<file path="config.mk">
export PLATFORM = sky130hd
export DESIGN_NAME = cdr_top
export DESIGN_NICKNAME = d
export VERILOG_FILES = /design/src/verilog/cdr_pack.sv /design/src/verilog/cdr_cfg_regs.sv /design/src/verilog/cdr_top.sv /design/src/verilog/mm_cdr.sv /design/src/verilog/mm_pd.sv
export SDC_FILE = /design/constraint.sdc
export NUM_CORES = 1
export LEC_CHECK = 0
export BUFFER_PORTS_ARGS = -buffer_cell sky130_fd_sc_hd__buf_2
export CAP_MARGIN = 0
export CORE_AREA = 2 2 226 228
export DETAILED_ROUTE_END_ITERATION = 10
export DIE_AREA = 0 0 228 230
export PLACE_DENSITY_LB_ADDON = 0.3
export SYNTH_ARGS = -nofsm -noshare
export SYNTH_HDL_FRONTEND = slang
export SYNTH_SLANG_ARGS = --single-unit
</file>
<file path="constraint.sdc">
create_clock -name clk -period 12.9 [get_ports clk]
set_clock_uncertainty 0.05 [all_clocks]
set_input_delay 1.935 -clock clk [delete_from_list [all_inputs] [get_ports clk]]
set_output_delay 1.935 -clock clk [all_outputs]
set_load 0.02 [all_outputs]
</file>
<file path="src/verilog/cdr_pack.sv">
`default_nettype none

package cdr_pack;

    // adc sample width in bits
    localparam int Nadc = 8;

    // interleaved lanes delivered per clock
    localparam int Nti = 4;

    // phase interpolator code width and number of interpolators driven
    localparam int Npi  = 8;
    localparam int Nout = 2;

    // configuration port sizes
    localparam int Ncfg_addr = 4;
    localparam int Ncfg_data = 16;

    // one signed adc sample
    typedef logic signed [Nadc-1:0] adc_sample_t;

    // saturated phase error, two bits of headroom over a sample
    typedef logic signed [Nadc+1:0] pd_err_t;

    // code sent to a phase interpolator
    typedef logic [Npi-1:0] pi_code_t;

    // configuration address and data words
    typedef logic [Ncfg_addr-1:0] cfg_addr_t;
    typedef logic [Ncfg_data-1:0] cfg_data_t;

endpackage

`default_nettype wire

</file>
<file path="src/verilog/cdr_cfg_regs.sv">
`timescale 1ns/100ps
`default_nettype none

module cdr_cfg_regs #(
    parameter int gain_width      = 4,
    parameter int phase_est_shift = 12
) (
    input  wire logic                 clk,
    input  wire logic                 ext_rstb,
    input  wire logic                 wr_en_i,
    input  wire cdr_pack::cfg_addr_t  addr_i,
    input  wire cdr_pack::cfg_data_t  wdata_i,
    output cdr_pack::cfg_data_t       rdata_o,
    output logic                      invert_o,
    output logic                      en_freq_est_o,
    output logic                      en_ramp_est_o,
    output logic                      en_ext_pi_ctl_o,
    output logic                      sample_req_o,
    output logic [gain_width-1:0]     kp_o,
    output logic [gain_width-1:0]     ki_o,
    output logic [gain_width-1:0]     kr_o,
    output cdr_pack::pd_err_t         pd_offset_o,
    output cdr_pack::pi_code_t        ext_pi_ctl_o,
    input  wire cdr_pack::pd_err_t    snap_phase_i,
    input  wire logic signed [cdr_pack::Nadc+1+phase_est_shift:0] snap_freq_i,
    input  wire logic signed [cdr_pack::Nadc+1+phase_est_shift:0] snap_ramp_i
);
    import cdr_pack::*;

    localparam int acc_w  = Nadc + 2 + phase_est_shift;
    localparam int wide_w = 2 * Ncfg_data;

    // register map
    localparam cfg_addr_t addr_ctrl      = cfg_addr_t'(0);
    localparam cfg_addr_t addr_gains     = cfg_addr_t'(1);
    localparam cfg_addr_t addr_offset    = cfg_addr_t'(2);
    localparam cfg_addr_t addr_ext_pi    = cfg_addr_t'(3);
    localparam cfg_addr_t addr_snap_ph   = cfg_addr_t'(4);
    localparam cfg_addr_t addr_snap_fr_l = cfg_addr_t'(5);
    localparam cfg_addr_t addr_snap_fr_h = cfg_addr_t'(6);
    localparam cfg_addr_t addr_snap_rp_l = cfg_addr_t'(7);
    localparam cfg_addr_t addr_snap_rp_h = cfg_addr_t'(8);

    logic [4:0]        ctrl_q;
    logic [wide_w-1:0] freq_wide;
    logic [wide_w-1:0] ramp_wide;

    assign invert_o        = ctrl_q[0];
    assign en_freq_est_o   = ctrl_q[1];
    assign en_ramp_est_o   = ctrl_q[2];
    assign en_ext_pi_ctl_o = ctrl_q[3];
    assign sample_req_o    = ctrl_q[4];

    always_ff @(posedge clk or negedge ext_rstb) begin
        if (!ext_rstb) begin
            ctrl_q       <= '0;
            kp_o         <= '0;
            ki_o         <= '0;
            kr_o         <= '0;
            pd_offset_o  <= '0;
            ext_pi_ctl_o <= '0;
        end else if (wr_en_i) begin
            case (addr_i)
                addr_ctrl: ctrl_q <= wdata_i[4:0];
                addr_gains: begin
                    kp_o <= wdata_i[gain_width-1:0];
                    ki_o <= wdata_i[2*gain_width-1:gain_width];
                    kr_o <= wdata_i[3*gain_width-1:2*gain_width];
                end
                addr_offset: pd_offset_o <= wdata_i[Nadc+1:0];
                addr_ext_pi: ext_pi_ctl_o <= wdata_i[Npi-1:0];
                default: ;
            endcase
        end
    end

    // wide snapshots are sign-extended, then read as two halves
    assign freq_wide = {{(wide_w-acc_w){snap_freq_i[acc_w-1]}}, snap_freq_i};
    assign ramp_wide = {{(wide_w-acc_w){snap_ramp_i[acc_w-1]}}, snap_ramp_i};

    always_comb begin
        case (addr_i)
            addr_ctrl:      rdata_o = {{(Ncfg_data-5){1'b0}}, ctrl_q};
            addr_gains:     rdata_o = {{(Ncfg_data-3*gain_width){1'b0}}, kr_o, ki_o, kp_o};
            addr_offset:    rdata_o = {{(Ncfg_data-Nadc-2){pd_offset_o[Nadc+1]}}, pd_offset_o};
            addr_ext_pi:    rdata_o = {{(Ncfg_data-Npi){1'b0}}, ext_pi_ctl_o};
            addr_snap_ph:   rdata_o = {{(Ncfg_data-Nadc-2){snap_phase_i[Nadc+1]}}, snap_phase_i};
            addr_snap_fr_l: rdata_o = freq_wide[Ncfg_data-1:0];
            addr_snap_fr_h: rdata_o = freq_wide[wide_w-1:Ncfg_data];
            addr_snap_rp_l: rdata_o = ramp_wide[Ncfg_data-1:0];
            addr_snap_rp_h: rdata_o = ramp_wide[wide_w-1:Ncfg_data];
            default:        rdata_o = '0;
        endcase
    end

endmodule

`default_nettype wire

</file>
<file path="src/verilog/cdr_top.sv">
`timescale 1ns/100ps
`default_nettype none

module cdr_top #(
    parameter int gain_width      = 4,
    parameter int phase_est_shift = 12
) (
    input  wire logic                  clk,
    input  wire logic                  ext_rstb,
    input  wire cdr_pack::adc_sample_t din_i [cdr_pack::Nti-1:0],
    input  wire logic                  ramp_clock_i,
    input  wire logic                  wr_en_i,
    input  wire cdr_pack::cfg_addr_t   addr_i,
    input  wire cdr_pack::cfg_data_t   wdata_i,
    output cdr_pack::cfg_data_t        rdata_o,
    output cdr_pack::pi_code_t         pi_ctl_o [cdr_pack::Nout-1:0],
    output logic                       freq_lvl_cross_o,
    output logic                       wait_on_reset_b_o
);
    import cdr_pack::*;

    pd_err_t   pd_err;
    pd_err_t   pd_offset;
    pi_code_t  ext_pi_ctl;
    pd_err_t   snap_phase;
    logic      invert;
    logic      en_freq_est;
    logic      en_ramp_est;
    logic      en_ext_pi_ctl;
    logic      sample_req;
    logic [gain_width-1:0] kp;
    logic [gain_width-1:0] ki;
    logic [gain_width-1:0] kr;
    logic signed [Nadc+1+phase_est_shift:0] snap_freq;
    logic signed [Nadc+1+phase_est_shift:0] snap_ramp;

    mm_pd u_mm_pd (
        .din_i       (din_i),
        .pd_offset_i (pd_offset),
        .pd_out_o    (pd_err)
    );

    cdr_cfg_regs #(
        .gain_width      (gain_width),
        .phase_est_shift (phase_est_shift)
    ) u_cfg_regs (
        .clk             (clk),
        .ext_rstb        (ext_rstb),
        .wr_en_i         (wr_en_i),
        .addr_i          (addr_i),
        .wdata_i         (wdata_i),
        .rdata_o         (rdata_o),
        .invert_o        (invert),
        .en_freq_est_o   (en_freq_est),
        .en_ramp_est_o   (en_ramp_est),
        .en_ext_pi_ctl_o (en_ext_pi_ctl),
        .sample_req_o    (sample_req),
        .kp_o            (kp),
        .ki_o            (ki),
        .kr_o            (kr),
        .pd_offset_o     (pd_offset),
        .ext_pi_ctl_o    (ext_pi_ctl),
        .snap_phase_i    (snap_phase),
        .snap_freq_i     (snap_freq),
        .snap_ramp_i     (snap_ramp)
    );

    mm_cdr #(
        .gain_width      (gain_width),
        .phase_est_shift (phase_est_shift)
    ) u_mm_cdr (
        .clk               (clk),
        .ext_rstb          (ext_rstb),
        .pd_err_i          (pd_err),
        .ramp_clock_i      (ramp_clock_i),
        .invert_i          (invert),
        .en_freq_est_i     (en_freq_est),
        .en_ramp_est_i     (en_ramp_est),
        .en_ext_pi_ctl_i   (en_ext_pi_ctl),
        .sample_req_i      (sample_req),
        .kp_i              (kp),
        .ki_i              (ki),
        .kr_i              (kr),
        .ext_pi_ctl_i      (ext_pi_ctl),
        .pi_ctl_o          (pi_ctl_o),
        .freq_lvl_cross_o  (freq_lvl_cross_o),
        .wait_on_reset_b_o (wait_on_reset_b_o),
        .snap_phase_o      (snap_phase),
        .snap_freq_o       (snap_freq),
        .snap_ramp_o       (snap_ramp)
    );

endmodule

`default_nettype wire

</file>
<file path="src/verilog/mm_cdr.sv">
`timescale 1ns/100ps
`default_nettype none

module mm_cdr #(
    parameter int gain_width      = 4,
    parameter int phase_est_shift = 12
) (
    input  wire logic                 clk,
    input  wire logic                 ext_rstb,
    input  wire cdr_pack::pd_err_t    pd_err_i,
    input  wire logic                 ramp_clock_i,
    input  wire logic                 invert_i,
    input  wire logic                 en_freq_est_i,
    input  wire logic                 en_ramp_est_i,
    input  wire logic                 en_ext_pi_ctl_i,
    input  wire logic                 sample_req_i,
    input  wire logic [gain_width-1:0] kp_i,
    input  wire logic [gain_width-1:0] ki_i,
    input  wire logic [gain_width-1:0] kr_i,
    input  wire cdr_pack::pi_code_t   ext_pi_ctl_i,
    output cdr_pack::pi_code_t        pi_ctl_o [cdr_pack::Nout-1:0],
    output logic                      freq_lvl_cross_o,
    output logic                      wait_on_reset_b_o,
    output cdr_pack::pd_err_t         snap_phase_o,
    output logic signed [cdr_pack::Nadc+1+phase_est_shift:0] snap_freq_o,
    output logic signed [cdr_pack::Nadc+1+phase_est_shift:0] snap_ramp_o
);
    import cdr_pack::*;

    localparam int acc_w = Nadc + 2 + phase_est_shift;

    typedef logic signed [acc_w-1:0] acc_t;
    typedef logic signed [acc_w:0]   diff_t;
    typedef enum logic [1:0] {WAIT, READY, SAMPLE} sampler_state_t;

    sampler_state_t sampler_state;

    logic [4:0] wait_cnt;
    logic       ramp_clock_ff;
    logic       ramp_clock_sync;

    pd_err_t err_inv;
    pd_err_t err_eff;
    acc_t    err_wide;

    acc_t ramp_pls_q;
    acc_t ramp_pls_upd;
    acc_t ramp_pls_d;
    acc_t ramp_neg_q;
    acc_t ramp_neg_upd;
    acc_t ramp_neg_d;
    acc_t freq_q;
    acc_t freq_upd;
    acc_t freq_d;
    acc_t prev_freq_upd_q;
    acc_t phase_q;
    acc_t phase_d;
    acc_t phase_shifted;

    diff_t    freq_diff;
    pd_err_t  phase_out;
    pi_code_t loop_pi_code;

    // hold the loop quiet for 32 cycles after each reset
    always_ff @(posedge clk or negedge ext_rstb) begin
        if (!ext_rstb) begin
            wait_cnt          <= '0;
            wait_on_reset_b_o <= 1'b0;
        end else begin
            if (wait_cnt != 5'd31) begin
                wait_cnt <= wait_cnt + 5'd1;
            end
            wait_on_reset_b_o <= (wait_cnt == 5'd31);
        end
    end

    always_comb begin
        err_inv  = invert_i ? -pd_err_i : pd_err_i;
        err_eff  = wait_on_reset_b_o ? err_inv : '0;
        err_wide = acc_t'(err_eff);

        // separate ramp integrators for the high and low halves of the ramp
        ramp_pls_upd = ramp_clock_i ? ramp_pls_q + (err_wide << kr_i) : ramp_pls_q;
        ramp_neg_upd = ramp_clock_i ? ramp_neg_q : ramp_neg_q + (err_wide << kr_i);
        ramp_pls_d   = en_ramp_est_i ? ramp_pls_upd : '0;
        ramp_neg_d   = en_ramp_est_i ? ramp_neg_upd : '0;

        freq_upd  = (err_wide << ki_i) + (ramp_clock_sync ? ramp_pls_q : -ramp_neg_q);
        freq_d    = en_freq_est_i ? freq_q + freq_upd : freq_q;
        freq_diff = diff_t'(freq_upd) - diff_t'(prev_freq_upd_q);

        phase_d = phase_q + (err_wide << kp_i) + freq_q;

        // integer part of the phase estimate
        phase_shifted = phase_q >>> phase_est_shift;
        phase_out     = phase_shifted[Nadc+1:0];
        loop_pi_code  = phase_out[Npi-1:0];
    end

    always_ff @(posedge clk or negedge ext_rstb) begin
        if (!ext_rstb) begin
            phase_q         <= '0;
            freq_q          <= '0;
            prev_freq_upd_q <= '0;
            ramp_pls_q      <= '0;
            ramp_neg_q      <= '0;
            ramp_clock_ff   <= 1'b0;
            ramp_clock_sync <= 1'b0;
        end else begin
            phase_q         <= wait_on_reset_b_o ? phase_d : '0;
            freq_q          <= wait_on_reset_b_o ? freq_d : '0;
            prev_freq_upd_q <= wait_on_reset_b_o ? freq_upd : '0;
            ramp_pls_q      <= wait_on_reset_b_o ? ramp_pls_d : '0;
            ramp_neg_q      <= wait_on_reset_b_o ? ramp_neg_d : '0;
            // ramp_clock_i comes from another domain
            ramp_clock_ff   <= ramp_clock_i;
            ramp_clock_sync <= ramp_clock_ff;
        end
    end

    always_comb begin
        for (int k = 0; k < Nout; k++) begin
            pi_ctl_o[k] = en_ext_pi_ctl_i ? ext_pi_ctl_i : loop_pi_code;
        end
    end

    // set when the frequency update grew since the previous cycle
    always_ff @(posedge clk or negedge ext_rstb) begin
        if (!ext_rstb) begin
            freq_lvl_cross_o <= 1'b0;
        end else begin
            freq_lvl_cross_o <= !freq_diff[acc_w] && (freq_diff != '0);
        end
    end

    // one snapshot per low-to-high request, a held request does nothing more
    always_ff @(posedge clk or negedge ext_rstb) begin
        if (!ext_rstb) begin
            sampler_state <= WAIT;
            snap_phase_o  <= '0;
            snap_freq_o   <= '0;
            snap_ramp_o   <= '0;
        end else begin
            case (sampler_state)
                WAIT: sampler_state <= sample_req_i ? WAIT : READY;
                READY: sampler_state <= sample_req_i ? SAMPLE : READY;
                SAMPLE: begin
                    snap_phase_o  <= phase_out;
                    snap_freq_o   <= freq_upd;
                    snap_ramp_o   <= ramp_clock_i ? ramp_pls_upd : ramp_neg_upd;
                    sampler_state <= WAIT;
                end
                default: sampler_state <= WAIT;
            endcase
        end
    end

endmodule

`default_nettype wire

</file>
<file path="src/verilog/mm_pd.sv">
`timescale 1ns/100ps
`default_nettype none

module mm_pd (
    input  wire cdr_pack::adc_sample_t din_i [cdr_pack::Nti-1:0],
    input  wire cdr_pack::pd_err_t     pd_offset_i,
    output cdr_pack::pd_err_t          pd_out_o
);
    import cdr_pack::*;

    // wide enough for Nti-1 terms plus the offset without overflow
    localparam int sum_w = Nadc + 3 + $clog2(Nti);

    typedef logic signed [sum_w-1:0] sum_t;

    // clamp limits of the pd_err_t range
    localparam sum_t pd_max = sum_t'(2 ** (Nadc + 1) - 1);
    localparam sum_t pd_min = -pd_max - sum_t'(1);

    sum_t cur_s;
    sum_t prev_s;
    sum_t acc;

    always_comb begin
        acc = sum_t'(pd_offset_i);
        cur_s = '0;
        prev_s = '0;
        for (int k = 1; k < Nti; k++) begin
            cur_s = sum_t'(din_i[k]);
            prev_s = sum_t'(din_i[k-1]);
            // sgn(din[k-1]) * din[k]
            acc = din_i[k-1][Nadc-1] ? acc - cur_s : acc + cur_s;
            // minus sgn(din[k]) * din[k-1]
            acc = din_i[k][Nadc-1] ? acc + prev_s : acc - prev_s;
        end

        if (acc > pd_max) begin
            pd_out_o = pd_max[Nadc+1:0];
        end else if (acc < pd_min) begin
            pd_out_o = pd_min[Nadc+1:0];
        end else begin
            pd_out_o = acc[Nadc+1:0];
        end
    end

endmodule

`default_nettype wire

</file>
; Word-level counts from Yosys, hierarchy flattened
; Cells that the tools add are included.
[totals]
word_cells = 96
reg_bits = 210
input_bits = 56
[classes]
mux = 27
eq_ne = 13
shifts = 3
add_sub_neg = 22
n_lt_le_gt_ge = 2
reduce_logical = 9
[op_table]
columns = operator, n
row1 = $mux 22, 12
row2 = $pmux 16 s9, 1
row3 = $add 22x22->22, 6
row4 = $mux 13, 6
row5 = $shl 22x4->22, 3
row6 = $add 13x8->13, 5
row7 = $sub 13x8->13, 5
row8 = $mux 10, 4
row9 = $reduce_bool 23->1, 1
row10 = $sub 22x22->23, 1
row11 = $neg 22->22, 1
row12 = $eq 4x3->1 const B, 4
row13 = $gt 13x10->1 const B, 1
row14 = $lt 13x10->1 const B, 1
row15 = $add 10x8->11, 1
row16 = $sub 10x8->11, 1
row17 = $neg 10->10, 1
row18 = $eq 4x2->1 const B, 2
row19 = $mux 8, 1
row20 = $reduce_and 2->1, 4
row21 = $add 5x1->5 const B, 1
row22 = $eq 5x5->1 const B, 1
row23 = $ne 5x5->1 const B, 1
row24 = $eq 4x1->1 const B, 1
row25 = other kinds (11), 11

; Logic depth before layout (Yosys ltp)
; Gate-level depths: netlist of the first run.
[logic_depth]
word_depth = 23
mapped_depth = 75

; By module
; From an unflattened synthesis of the first run, not the netlist that was laid out.
[unflattened]
cells_unflattened = 2671
area_unflattened_um2 = 21737.1
[by_module_without_submodules]
columns = module, cells_each, n_inst, seq_area_each_um2, area_per_inst_um2
row1 = mm_cdr, 1930, 1, 4379.2, 15600.0
row2 = mm_pd, 549, 1, 0.0, 3948.8
row3 = cdr_cfg_regs, 192, 1, 875.8, 2188.3

; Worst setup path after synthesis of the first run
; OpenSTA, ideal clock, no wires.
[synth_path]
path_type = in2reg
from = input port din_i[7] (netlist bit)
to = register u_mm_cdr.freq_lvl_cross_o
stages = 64
path_buffers = 2
setup_slack_ns = -2.814
setup_ns = 0.120
t_arrival_ns = 15.544
cell_sequence = clkbuf_1 -> mux2i_1 -> fa_1 -> fa_1 -> xor2_1 -> ha_1 -> o21ai_0 -> nand2b_1 -> a21o_1 -> a21o_1 -> a21o_1 -> a21o_1 -> a21o_1 -> a21o_1 -> xor2_1 -> ha_1 -> and3_1 -> a211o_1 -> (+28 left out) -> a21boi_0 -> o21ai_0 -> a211oi_1 -> a311o_1 -> a2111o_1 -> nand3_1 -> ha_1 -> a21oi_1 -> a21oi_1 -> a2111oi_0 -> o211ai_1 -> nor3_1 -> o211ai_1 -> a2111oi_0 -> o2111ai_1 -> a2111oi_0 -> a21bo_2 -> a31o_2
[synth_via]
elab_chain_cells = 22
word_cells_on_any_way = 29
[synth_rtl]
columns = item, line
row1 = start: declaration, cdr_top.sv:10  ; input wire cdr_pack::adc_sample_t din_i [cdr_pack::Nti-1:0],
row2 = $mux 13, mm_pd.sv:32  ; acc = din_i[k-1][Nadc-1] ? acc - cur_s : acc + cur_s;
row3 = $sub 13x8->13 / $add 13x8->13 (equally long branches), mm_pd.sv:34  ; acc = din_i[k][Nadc-1] ? acc + prev_s : acc - prev_s;
row4 = $mux 13 (*), mm_pd.sv:34
row5 = $add 13x8->13 / $sub 13x8->13 (equally long branches), mm_pd.sv:32
row6 = $mux 13 (*), mm_pd.sv:32
row7 = $sub 13x8->13 / $add 13x8->13 (equally long branches), mm_pd.sv:34
row8 = $mux 13 (*), mm_pd.sv:34
row9 = $add 13x8->13 / $sub 13x8->13 (equally long branches), mm_pd.sv:32
row10 = (+7 left out), n/a
row11 = $mux 10 (*), mm_cdr.sv:78  ; err_inv = invert_i ? -pd_err_i : pd_err_i;
row12 = $mux 10 (*), mm_cdr.sv:79  ; err_eff = wait_on_reset_b_o ? err_inv : '0;
row13 = $shl 22x4->22 (*), mm_cdr.sv:88  ; freq_upd = (err_wide << ki_i) + (ramp_clock_sync ? ramp_pls_q : -ramp_neg_q);
row14 = $add 22x22->22 (*), mm_cdr.sv:88
row15 = named net u_mm_cdr.freq_upd[20], mm_cdr.sv:53  ; acc_t freq_upd;
row16 = $sub 22x22->23 (*), mm_cdr.sv:90  ; freq_diff = diff_t'(freq_upd) - diff_t'(prev_freq_upd_q);
row17 = $reduce_bool 23->1 / $logic_not 1->1 (equally long branches), mm_cdr.sv:132  ; freq_lvl_cross_o <= !freq_diff[acc_w] && (freq_diff != '0);
row18 = $logic_and 1x1->1 (*), mm_cdr.sv:132
row19 = end signal: assignment, mm_cdr.sv:132
row20 = end: declaration, mm_cdr.sv:22  ; output logic freq_lvl_cross_o,
; The timed path passes the listed nets; every way through them passes the cells marked *.
; A chain may end at the register's enable or synchronous reset.

; Worst setup path in the final report of the first run
[layout_path]
from = input port din_i[9] (netlist bit)
to = register u_mm_cdr.freq_lvl_cross_o
[layout_via]
elab_chain_cells = 23
word_cells_on_any_way = 31
[layout_rtl]
columns = item, line
row1 = $add 10x8->11 / $sub 10x8->11 (equally long branches), mm_pd.sv:32
row2 = $mux 13, mm_pd.sv:32
row3 = $sub 13x8->13 / $add 13x8->13 (equally long branches), mm_pd.sv:34
row4 = $mux 13, mm_pd.sv:34
row5 = $add 13x8->13 / $sub 13x8->13 (equally long branches), mm_pd.sv:32
row6 = $mux 13, mm_pd.sv:32
row7 = $sub 13x8->13 / $add 13x8->13 (equally long branches), mm_pd.sv:34
row8 = $mux 13 (*), mm_pd.sv:34
row9 = (+8 left out), n/a
row10 = $mux 10 (*), mm_cdr.sv:78
row11 = $mux 10 (*), mm_cdr.sv:79
row12 = $shl 22x4->22 (*), mm_cdr.sv:88
row13 = $add 22x22->22 (*), mm_cdr.sv:88
row14 = named net u_mm_cdr.freq_upd[20], mm_cdr.sv:53
row15 = $sub 22x22->23 (*), mm_cdr.sv:90
row16 = $reduce_bool 23->1 / $logic_not 1->1 (equally long branches), mm_cdr.sv:132
row17 = $logic_and 1x1->1 (*), mm_cdr.sv:132
; Marked as above.

==> results of run 1 <==
-- routing by layer --
layer / up-vias / wire, um
li1: 10289 / -
met1: 10416 / 32400
met2: 622 / 33700
met3: 140 / 3840
met4: 2 / 2410
met5: - / 12
-- state kept, by name (all words and copies together) (netlist names), 8 cells and up --
register / count
u_mm_cdr.freq_q: 22
u_mm_cdr.snap_freq_o: 22
u_mm_cdr.ramp_pls_q: 22
u_mm_cdr.snap_phase_o: 10
u_cfg_regs.pd_offset_o: 10
u_mm_cdr.snap_ramp_o: 22
u_mm_cdr.ramp_neg_q: 22
u_mm_cdr.phase_q: 22
u_cfg_regs.ext_pi_ctl_o: 8
u_mm_cdr.prev_freq_upd_q: 22
-- synthesized netlist by cell type (75+ instances only) --
library cell | n | area [um2]
sky130_fd_sc_hd__inv_1 | 167 | 627
sky130_fd_sc_hd__nand2_1 | 222 | 833
sky130_fd_sc_hd__clkbuf_1 | 97 | 364
sky130_fd_sc_hd__xor2_1 | 82 | 718
sky130_fd_sc_hd__dfrtp_1 | 210 | 5260
sky130_fd_sc_hd__a21oi_1 | 192 | 961
sky130_fd_sc_hd__o21ai_0 | 141 | 706
sky130_fd_sc_hd__nor3_1 | 94 | 470
sky130_fd_sc_hd__xnor2_1 | 124 | 1090
sky130_fd_sc_hd__mux2i_1 | 75 | 751
sky130_fd_sc_hd__nor2_1 | 260 | 976
sky130_fd_sc_hd__ha_1 | 204 | 2550
-- logic make-up after synthesis --
| kind of cell | count (synthesis) | synth area share (%) |
|---|---|---|
| adder cells (fa/ha/maj) | 237 | 15.1 |
| multiplexers | 136 | 6.98 |
| flip-flops | 210 | 24.7 |
| buffers and inverters | 288 | 5.23 |
| XOR/XNOR | 211 | 9.02 |
| AO/OA/AOI/OAI | 676 | 20.7 |
| AND/OR/NAND/NOR | 832 | 18.3 |
-- timing repair --
action / in CTS / in global routing
gates resized for setup: 77 / 217
setup buffers: 19 / 48
hold endpoints to repair: 0 / 0
endpoints found under the setup margin: 20 / 54
pin swaps: 40 / 148
-- worst max path at each step --
stage | to | slack, ns
3_3_place_gp | u_mm_cdr.freq_lvl_cross_o | -1.72
6_report | u_mm_cdr.freq_lvl_cross_o | -1.28
4_1_cts | u_mm_cdr.freq_lvl_cross_o | -1.17
5_1_grt | u_mm_cdr.freq_lvl_cross_o | -1.98
2_1_floorplan | u_mm_cdr.freq_lvl_cross_o | -1.27
3_5_place_dp | u_mm_cdr.freq_lvl_cross_o | -2.17
-- worst register-to-register path: cells and delay by family, from the launching register on --
family,cells,cell delay [ns]
mux,2,0.74
compound gates,32,6.17
buf+inv,2,0.19
simple gates,9,1.07
flops,1,0.39
xor+xnor,5,0.98
fa+ha+maj,10,3.37
-- final cells by class --
type / count / area [um2] / area share (%)
tap: 672 / 841 / 2.91
timing repair buffer: 659 / 4850 / 16.8
clock buffer: 36 / 759 / 2.63
inverter: 170 / 641 / 2.22
antenna: 1 / 2.50 / 0.00866
clock inverter: 12 / 221 / 0.767
multi-input combinational: 2092 / 16300 / 56.5
sequential: 210 / 5260 / 18.2
-- metrics by stage --
stage          setup slack [ns]  instances
3_3_place_gp              -1.72       3741
3_5_place_dp              -2.17       3741
6_report                  -1.28       3852
5_1_grt                   -1.98       3852
2_1_floorplan             -1.27       2590
4_1_cts                   -1.17       3808
==> results.py, run 1 <==
metrics = {
    "layout": {
        "finish.utilization_pct": 57.9,
        "fin_nets": 3452,
        "most-common-layout-cells": "sky130_fd_sc_hd__buf_4 (555), sky130_fd_sc_hd__nor2_1 (247), sky130_fd_sc_hd__nand2_1 (218), sky130_fd_sc_hd__dfrtp_1 (210), sky130_fd_sc_hd__ha_1 (187)",
        "final_instance_area_mm2": 0.0289,
        "drive_gt1_share_pct": 32.0,
        "most_common_cell_after_layout_fill_and_taps_aside": "sky130_fd_sc_hd__buf_4",
        "layout_fillers": 4468,
        "synthToLayoutAreaGrowth_pct": 35.7,
    },
    "timing": {
        "post-route-period-util_pct": 110,
        "final_max_slew_viol_count": 0,
        "timing.final.hold_violations": 0,
        "timing.final.crit_period_ns": 14.18,
        "setup_ws_ns": -1.28,
        "rsz0062_at_grt": "true",
        "tightest_slew_ns": 1.33,
        "timing.fmax_mhz": 70.5,
        "setup-violations-final": 11,
        "fin_hold_ws_ns": 0.302,
        "setup_tns_ns": -3.17,
        "timing.slew.headroom_pct": 11.0,
    },
    "clock_network": {
        "cts_tree": "done",
        "cts-root-to-sink-buffers": 3,
        "cts_htree_levels": 1,
        "tritoncts_num_sinks": 210,
        "worstSkewPairLatency_ns": 0.56,
        "clock_input_transition_at_the_sequential_cells_of_the_worst_setup_and_hold_paths_ns": 0.06,
        "ctsRootBufferMaster": "sky130_fd_sc_hd__clkbuf_16",
        "cts_buffers": 26,
        "cts_hold_buf": 0,
    },
    "critical_path": {
        "regToRegSetupSlack_ns": -0.12,
        "crit_family": "compound AO/OA/AOI/OAI gates",
        "worst_path_max_delay_cell": "sky130_fd_sc_hd__mux4_2",
        "worst-path-stages": 64,
        "end_kind": "flop",
        "critPathKind": "input pin to flop",
        "worst_path_most_repeated_cell": "sky130_fd_sc_hd__ha_1",
        "crit_path_start_kind": "input pin",
        "cp.required_ns": 13.29,
        "timing.rr.end": "u_mm_cdr.freq_lvl_cross_o",
        "timing.critical_path.from": "din_i[9]",
        "critical_path_peak_fanout": 6,
        "critical_path_arrival_ns": 14.58,
        "crit_buf_inv": 3,
        "crit_path_max_incr_delay_ns": 0.51,
        "timing.reg2reg.worst_path_depth": 60,
        "worstReg2RegStart": "u_cfg_regs.pd_offset_o[0]",
    },
    "detailed_routing": {
        "route.final.wire_length_um": 72300,
        "drcViolationCount": 0,
        "detailedRoute.firstPassIterationCount": 8,
        "dr_total_vias": 21469,
        "routed_length_per_instance_um": 18.8,
        "antenna_left": 0,
        "initialDrtViolationCount": 1564,
        "drt-vias-per-instance": 5.57,
    },
    "placed_design": {
        "numPortBuffers": 85,
        "dpl_cell_area_mm2": 0.0261,
        "final_hpwl_from_detailed_placement_um": 54100,
        "gpl.final_weighted_congestion": 0.933,
    },
    "floorplan": {
        "chipWidth_um": 228,
        "rows": 82,
        "die_area_mm2": 0.0524,
        "design.core.area_mm2": 0.0499,
        "chipHeight_um": 230,
        "initial_utilization_pct": 42.7,
        "ios": 90,
    },
    "global_routing": {
        "gr-usage-all-layers_pct": 26.2,
        "grt_max_degree": 92,
        "most_used_layer_global_route": "met2",
        "grt_pass1_vias": 20972,
        "overflow": 0,
        "globalRouteMet3Util_pct": 2.85,
        "gr-usage-met1_pct": 35.6,
        "grt_antenna_before_repair": 3,
        "grt_pass1_wl_um": 111000,
        "grt_use_met2_pct": 44.0,
    },
    "yosys": {
        "synth_area_mm2": 0.0213,
        "yosys_warnings": 0,
        "synth_async_sr_flop_share_pct": 100,
        "yosysSeqAreaShare_pct": 24.7,
        "postSynthNetCount": 2883,
        "synth_cells": 2590,
        "synth-main-ff-cell": "sky130_fd_sc_hd__dfrtp_1",
        "postSynthRegisterBits": 210,
        "count_of_different_cell_masters_after_synthesis": 87,
        "syn_area_per_cell_um2": 8.22,
        "number_of_flops_mapped_to_enable_cells_by_yosys": 0,
    },
    "outcome": {
        "status": "finished, violations left",
        "violations_in_the_final_reports": "negative setup slack",
    },
    "worst_hold_path": {
        "worst_min_path_class": "flop to flop",
        "worstHoldPathCells": 0,
        "hold_ep": "u_mm_cdr.ramp_clock_sync",
        "timing.hold.worst.start": "u_mm_cdr.ramp_clock_ff",
    },
    "flow_run": {
        "maxCapViolations": 0,
    },
}
Power of run 1 is not shown: default switching activity piles up to over one toggle a cycle in this logic, so the estimate is an artifact.
==> run 2: changes to the inputs <==
--- a/config.mk
+++ b/config.mk
@@ -5,8 +5,11 @@
 export SDC_FILE = /design/constraint.sdc
 export NUM_CORES = 1
 export LEC_CHECK = 0
+export ABC_AREA = 1
 export BUFFER_PORTS_ARGS = -buffer_cell sky130_fd_sc_hd__buf_2
 export CAP_MARGIN = 0
+export CELL_PAD_IN_SITES_DETAIL_PLACEMENT = 1
+export CELL_PAD_IN_SITES_GLOBAL_PLACEMENT = 1
 export CORE_AREA = 2 2 226 228
 export DETAILED_ROUTE_END_ITERATION = 10
 export DIE_AREA = 0 0 228 230
==> run 2 against run 1 <==
Net effect:
- the flow still finishes with violations (negative setup slack)
- utilization rose by 2.9 points
- fmax fell by 9.1%
- count of clock-buffer cells in the layout did not move
- final cell count rose by 13%
- sequential cell count did not move
- area after synthesis fell by 2.3%
- non-clock buffer count rose by 56
- setup slack got worse by 1.4 ns
- register-to-register slack got worse by 0.89 ns
- routed wire length rose by 61%
- die area did not move
- largest cell class unchanged
==> results.py, run 2 <==
metrics = {
    "global_routing": {
        "grt_antenna_before_repair": 12,
        "overflow": 0,
        "grt_pass1_wl_um": 148000,
        "grt_pass1_vias": 27126,
        "gr-usage-all-layers_pct": 35.4,
        "grt_max_degree": 86,
    },
    "yosys": {
        "number_of_flops_mapped_to_enable_cells_by_yosys": 0,
        "synth_cells": 3023,
        "postSynthRegisterBits": 210,
        "yosysSeqAreaShare_pct": 25.3,
        "synthMostInstantiatedCell": "sky130_fd_sc_hd__nand2_1",
        "synth_top_area_share_pct": 25.3,
        "synth_async_sr_flop_share_pct": 100,
        "synthTopCellsByCount": "sky130_fd_sc_hd__nand2_1 (603), sky130_fd_sc_hd__inv_1 (507), sky130_fd_sc_hd__o21ai_0 (305)",
        "synth-main-ff-cell": "sky130_fd_sc_hd__dfrtp_1",
        "yosys-top-cells-area": "sky130_fd_sc_hd__dfrtp_1 (25%), sky130_fd_sc_hd__ha_1 (12%), sky130_fd_sc_hd__nand2_1 (11%)",
        "count_of_different_cell_masters_after_synthesis": 57,
        "postSynthNetCount": 3316,
        "synth_top_cell_by_area": "sky130_fd_sc_hd__dfrtp_1",
        "synth_area_mm2": 0.0208,
        "syn_area_per_cell_um2": 6.88,
        "yosys_warnings": 0,
    },
    "floorplan": {
        "chipWidth_um": 228,
        "chipHeight_um": 230,
        "ios": 90,
        "initial_utilization_pct": 41.7,
        "rows": 82,
        "design.core.area_mm2": 0.0499,
        "die_area_mm2": 0.0524,
    },
    "placed_design": {
        "gpl.final_weighted_congestion": 0.893,
        "numPortBuffers": 85,
        "final_hpwl_from_detailed_placement_um": 64600,
    },
    "worst_hold_path": {
        "timing.hold.worst.start": "u_mm_cdr.ramp_clock_ff",
        "worstHoldPathCells": 0,
        "hold_ep": "u_mm_cdr.ramp_clock_sync",
        "worst_min_path_class": "flop to flop",
    },
    "clock_network": {
        "tritoncts_num_sinks": 210,
        "clock_input_transition_at_the_sequential_cells_of_the_worst_setup_and_hold_paths_ns": 0.06,
        "cts_buffers": 27,
        "cts-root-to-sink-buffers": 3,
        "ctsRootBufferMaster": "sky130_fd_sc_hd__clkbuf_16",
        "cts_tree": "done",
        "worstSkewPairLatency_ns": 0.59,
        "cts_htree_levels": 1,
    },
    "critical_path": {
        "timing.reg2reg.worst_path_depth": 86,
        "crit_buf_inv": 11,
        "timing.rr.end": "u_mm_cdr.freq_q[21]",
        "critical_path_arrival_ns": 16.01,
        "end_kind": "flop",
        "critPathKind": "input pin to flop",
        "critical_path_peak_fanout": 7,
        "crit_path_start_kind": "input pin",
        "worst_path_max_delay_cell": "sky130_fd_sc_hd__a21oi_1",
        "cp.required_ns": 13.31,
        "crit_path_max_incr_delay_ns": 0.64,
        "crit_family": "compound AO/OA/AOI/OAI gates",
        "regToRegSetupSlack_ns": -1.01,
        "worstReg2RegStart": "u_cfg_regs.pd_offset_o[0]",
    },
    "layout": {
        "most-common-layout-cells": "sky130_fd_sc_hd__buf_4 (596), sky130_fd_sc_hd__nand2_1 (544), sky130_fd_sc_hd__inv_1 (472), sky130_fd_sc_hd__dfrtp_1 (210), sky130_fd_sc_hd__nor2_1 (192)",
        "multi_input_comb_area_mm2": 0.0159,
        "fin_nets": 3970,
        "most_common_cell_after_layout_fill_and_taps_aside": "sky130_fd_sc_hd__buf_4",
        "synthToLayoutAreaGrowth_pct": 45.7,
        "seqCellArea_mm2": 0.00526,
        "drive_gt1_share_pct": 34.1,
        "layout_fillers": 6224,
    },
    "timing": {
        "timing.final.hold_violations": 0,
        "post-route-period-util_pct": 121,
        "setup_ws_ns": -2.70,
        "final_max_slew_viol_count": 0,
        "timing.final.crit_period_ns": 15.60,
        "setup_tns_ns": -105.98,
        "timing.fmax_mhz": 64.1,
        "tightest_slew_ns": 1.34,
        "setup-violations-final": 113,
        "timing.slew.headroom_pct": 10.7,
        "rsz0062_at_grt": "true",
        "fin_hold_ws_ns": 0.312,
    },
    "detailed_routing": {
        "dr_total_vias": 26630,
        "detailedRoute.firstPassIterationCount": 6,
        "initialDrtViolationCount": 2423,
        "antenna_left": 0,
        "drcViolationCount": 0,
        "routed_length_per_instance_um": 26.6,
        "drt-vias-per-instance": 6.09,
        "route.final.wire_length_um": 116000,
    },
    "outcome": {
        "violations_in_the_final_reports": "negative setup slack",
        "status": "finished, violations left",
    },
    "flow_run": {
        "maxCapViolations": 0,
    },
}
run 2: changes by cell type after synthesis, sizes merged, moves of 38 or more:
cell,change
a21o,-51
a21oi,+38
xnor2,-86
inv,+354
o21ai,+199
nand3,+103
nor3,-70
nand2b,-42
mux2,-56
nand2,+396
mux2i,-75
run 2: how the worst max path moves through the flow:
stage / startpoint / endpoint / slack (ns) / cells after the start
final: din_i[10] / u_mm_cdr.freq_q[21] / -2.70 / 86
after global routing: din_i[10] / u_mm_cdr.freq_q[21] / -3.25 / 85
after floorplan: din_i[9] / u_mm_cdr.freq_q[21] / -0.19 / 92
after detailed placement: din_i[8] / u_mm_cdr.freq_q[21] / -2.26 / 92
after CTS: din_i[8] / u_mm_cdr.freq_q[21] / -0.53 / 93
after global placement: din_i[8] / u_mm_cdr.freq_q[21] / -1.52 / 91
run 2: through the flow:
step	instances	setup WS (ns)	cell area, um2	utilization [%]
final	4371	-2.70	30300	60.8
after floorplan	3023	-0.190	20900	-
after detailed placement	4217	-2.26	25800	51.8
after CTS	4324	-0.532	28300	56.8
after global routing	4368	-3.25	30300	60.8
after global placement	4217	-1.52	25800	51.8
run 2: layout make-up:
| class | count | share of cell area, % |
|---|---|---|
| Antenna cell | 5 | 0.0413 |
| Clock buffer | 36 | 2.47 |
| Clock inverter | 10 | 0.599 |
| Inverter | 527 | 6.64 |
| Multi-Input combinational cell | 2196 | 52.5 |
| Sequential cell | 210 | 17.3 |
| Tap cell | 672 | 2.77 |
| Timing Repair Buffer | 715 | 17.6 |
run 2: logic make-up after synthesis:
group | count (synthesis) | synth area share, %
DFF | 210 | 25.3
adders and majority gates | 237 | 15.4
muxes | 2 | 0.0962
buffers and inverters | 617 | 11.4
AOI/OAI and AO/OA | 731 | 19.6
and+or+nand+nor | 1072 | 21.7
xor gates and xnor gates | 154 | 6.48
run 2: worst register-to-register path, delay by kind of cell, from the launching register on:
kind                       cells  cell delay (ns)
AOI/OAI and AO/OA             19             3.82
xor gates and xnor gates       8             1.45
adders and majority gates      8             2.41
buffers and inverters         13             1.45
DFF                            1             0.39
and+or+nand+nor               38             4.19
run 2: what timing repair did:
action,4_1_cts,5_1_grt
setup buffers,65,49
gates resized for setup,267,408
pin swaps,161,166
setup endpoints to repair,67,128
hold buffers,0,0
run 2: per-layer routing:
| layer | global-route usage (%) | up-vias | routed length [um] |
|---|---|---|---|
| li1 | - | 11154 | - |
| met1 | 39.7 | 12939 | 40300 |
| met2 | 63.0 | 1726 | 53500 |
| met3 | 5.17 | 803 | 10300 |
| met4 | 22.7 | 8 | 11900 |
| met5 | 0 | - | 49 |
Power of run 2 is left out for the same reason.
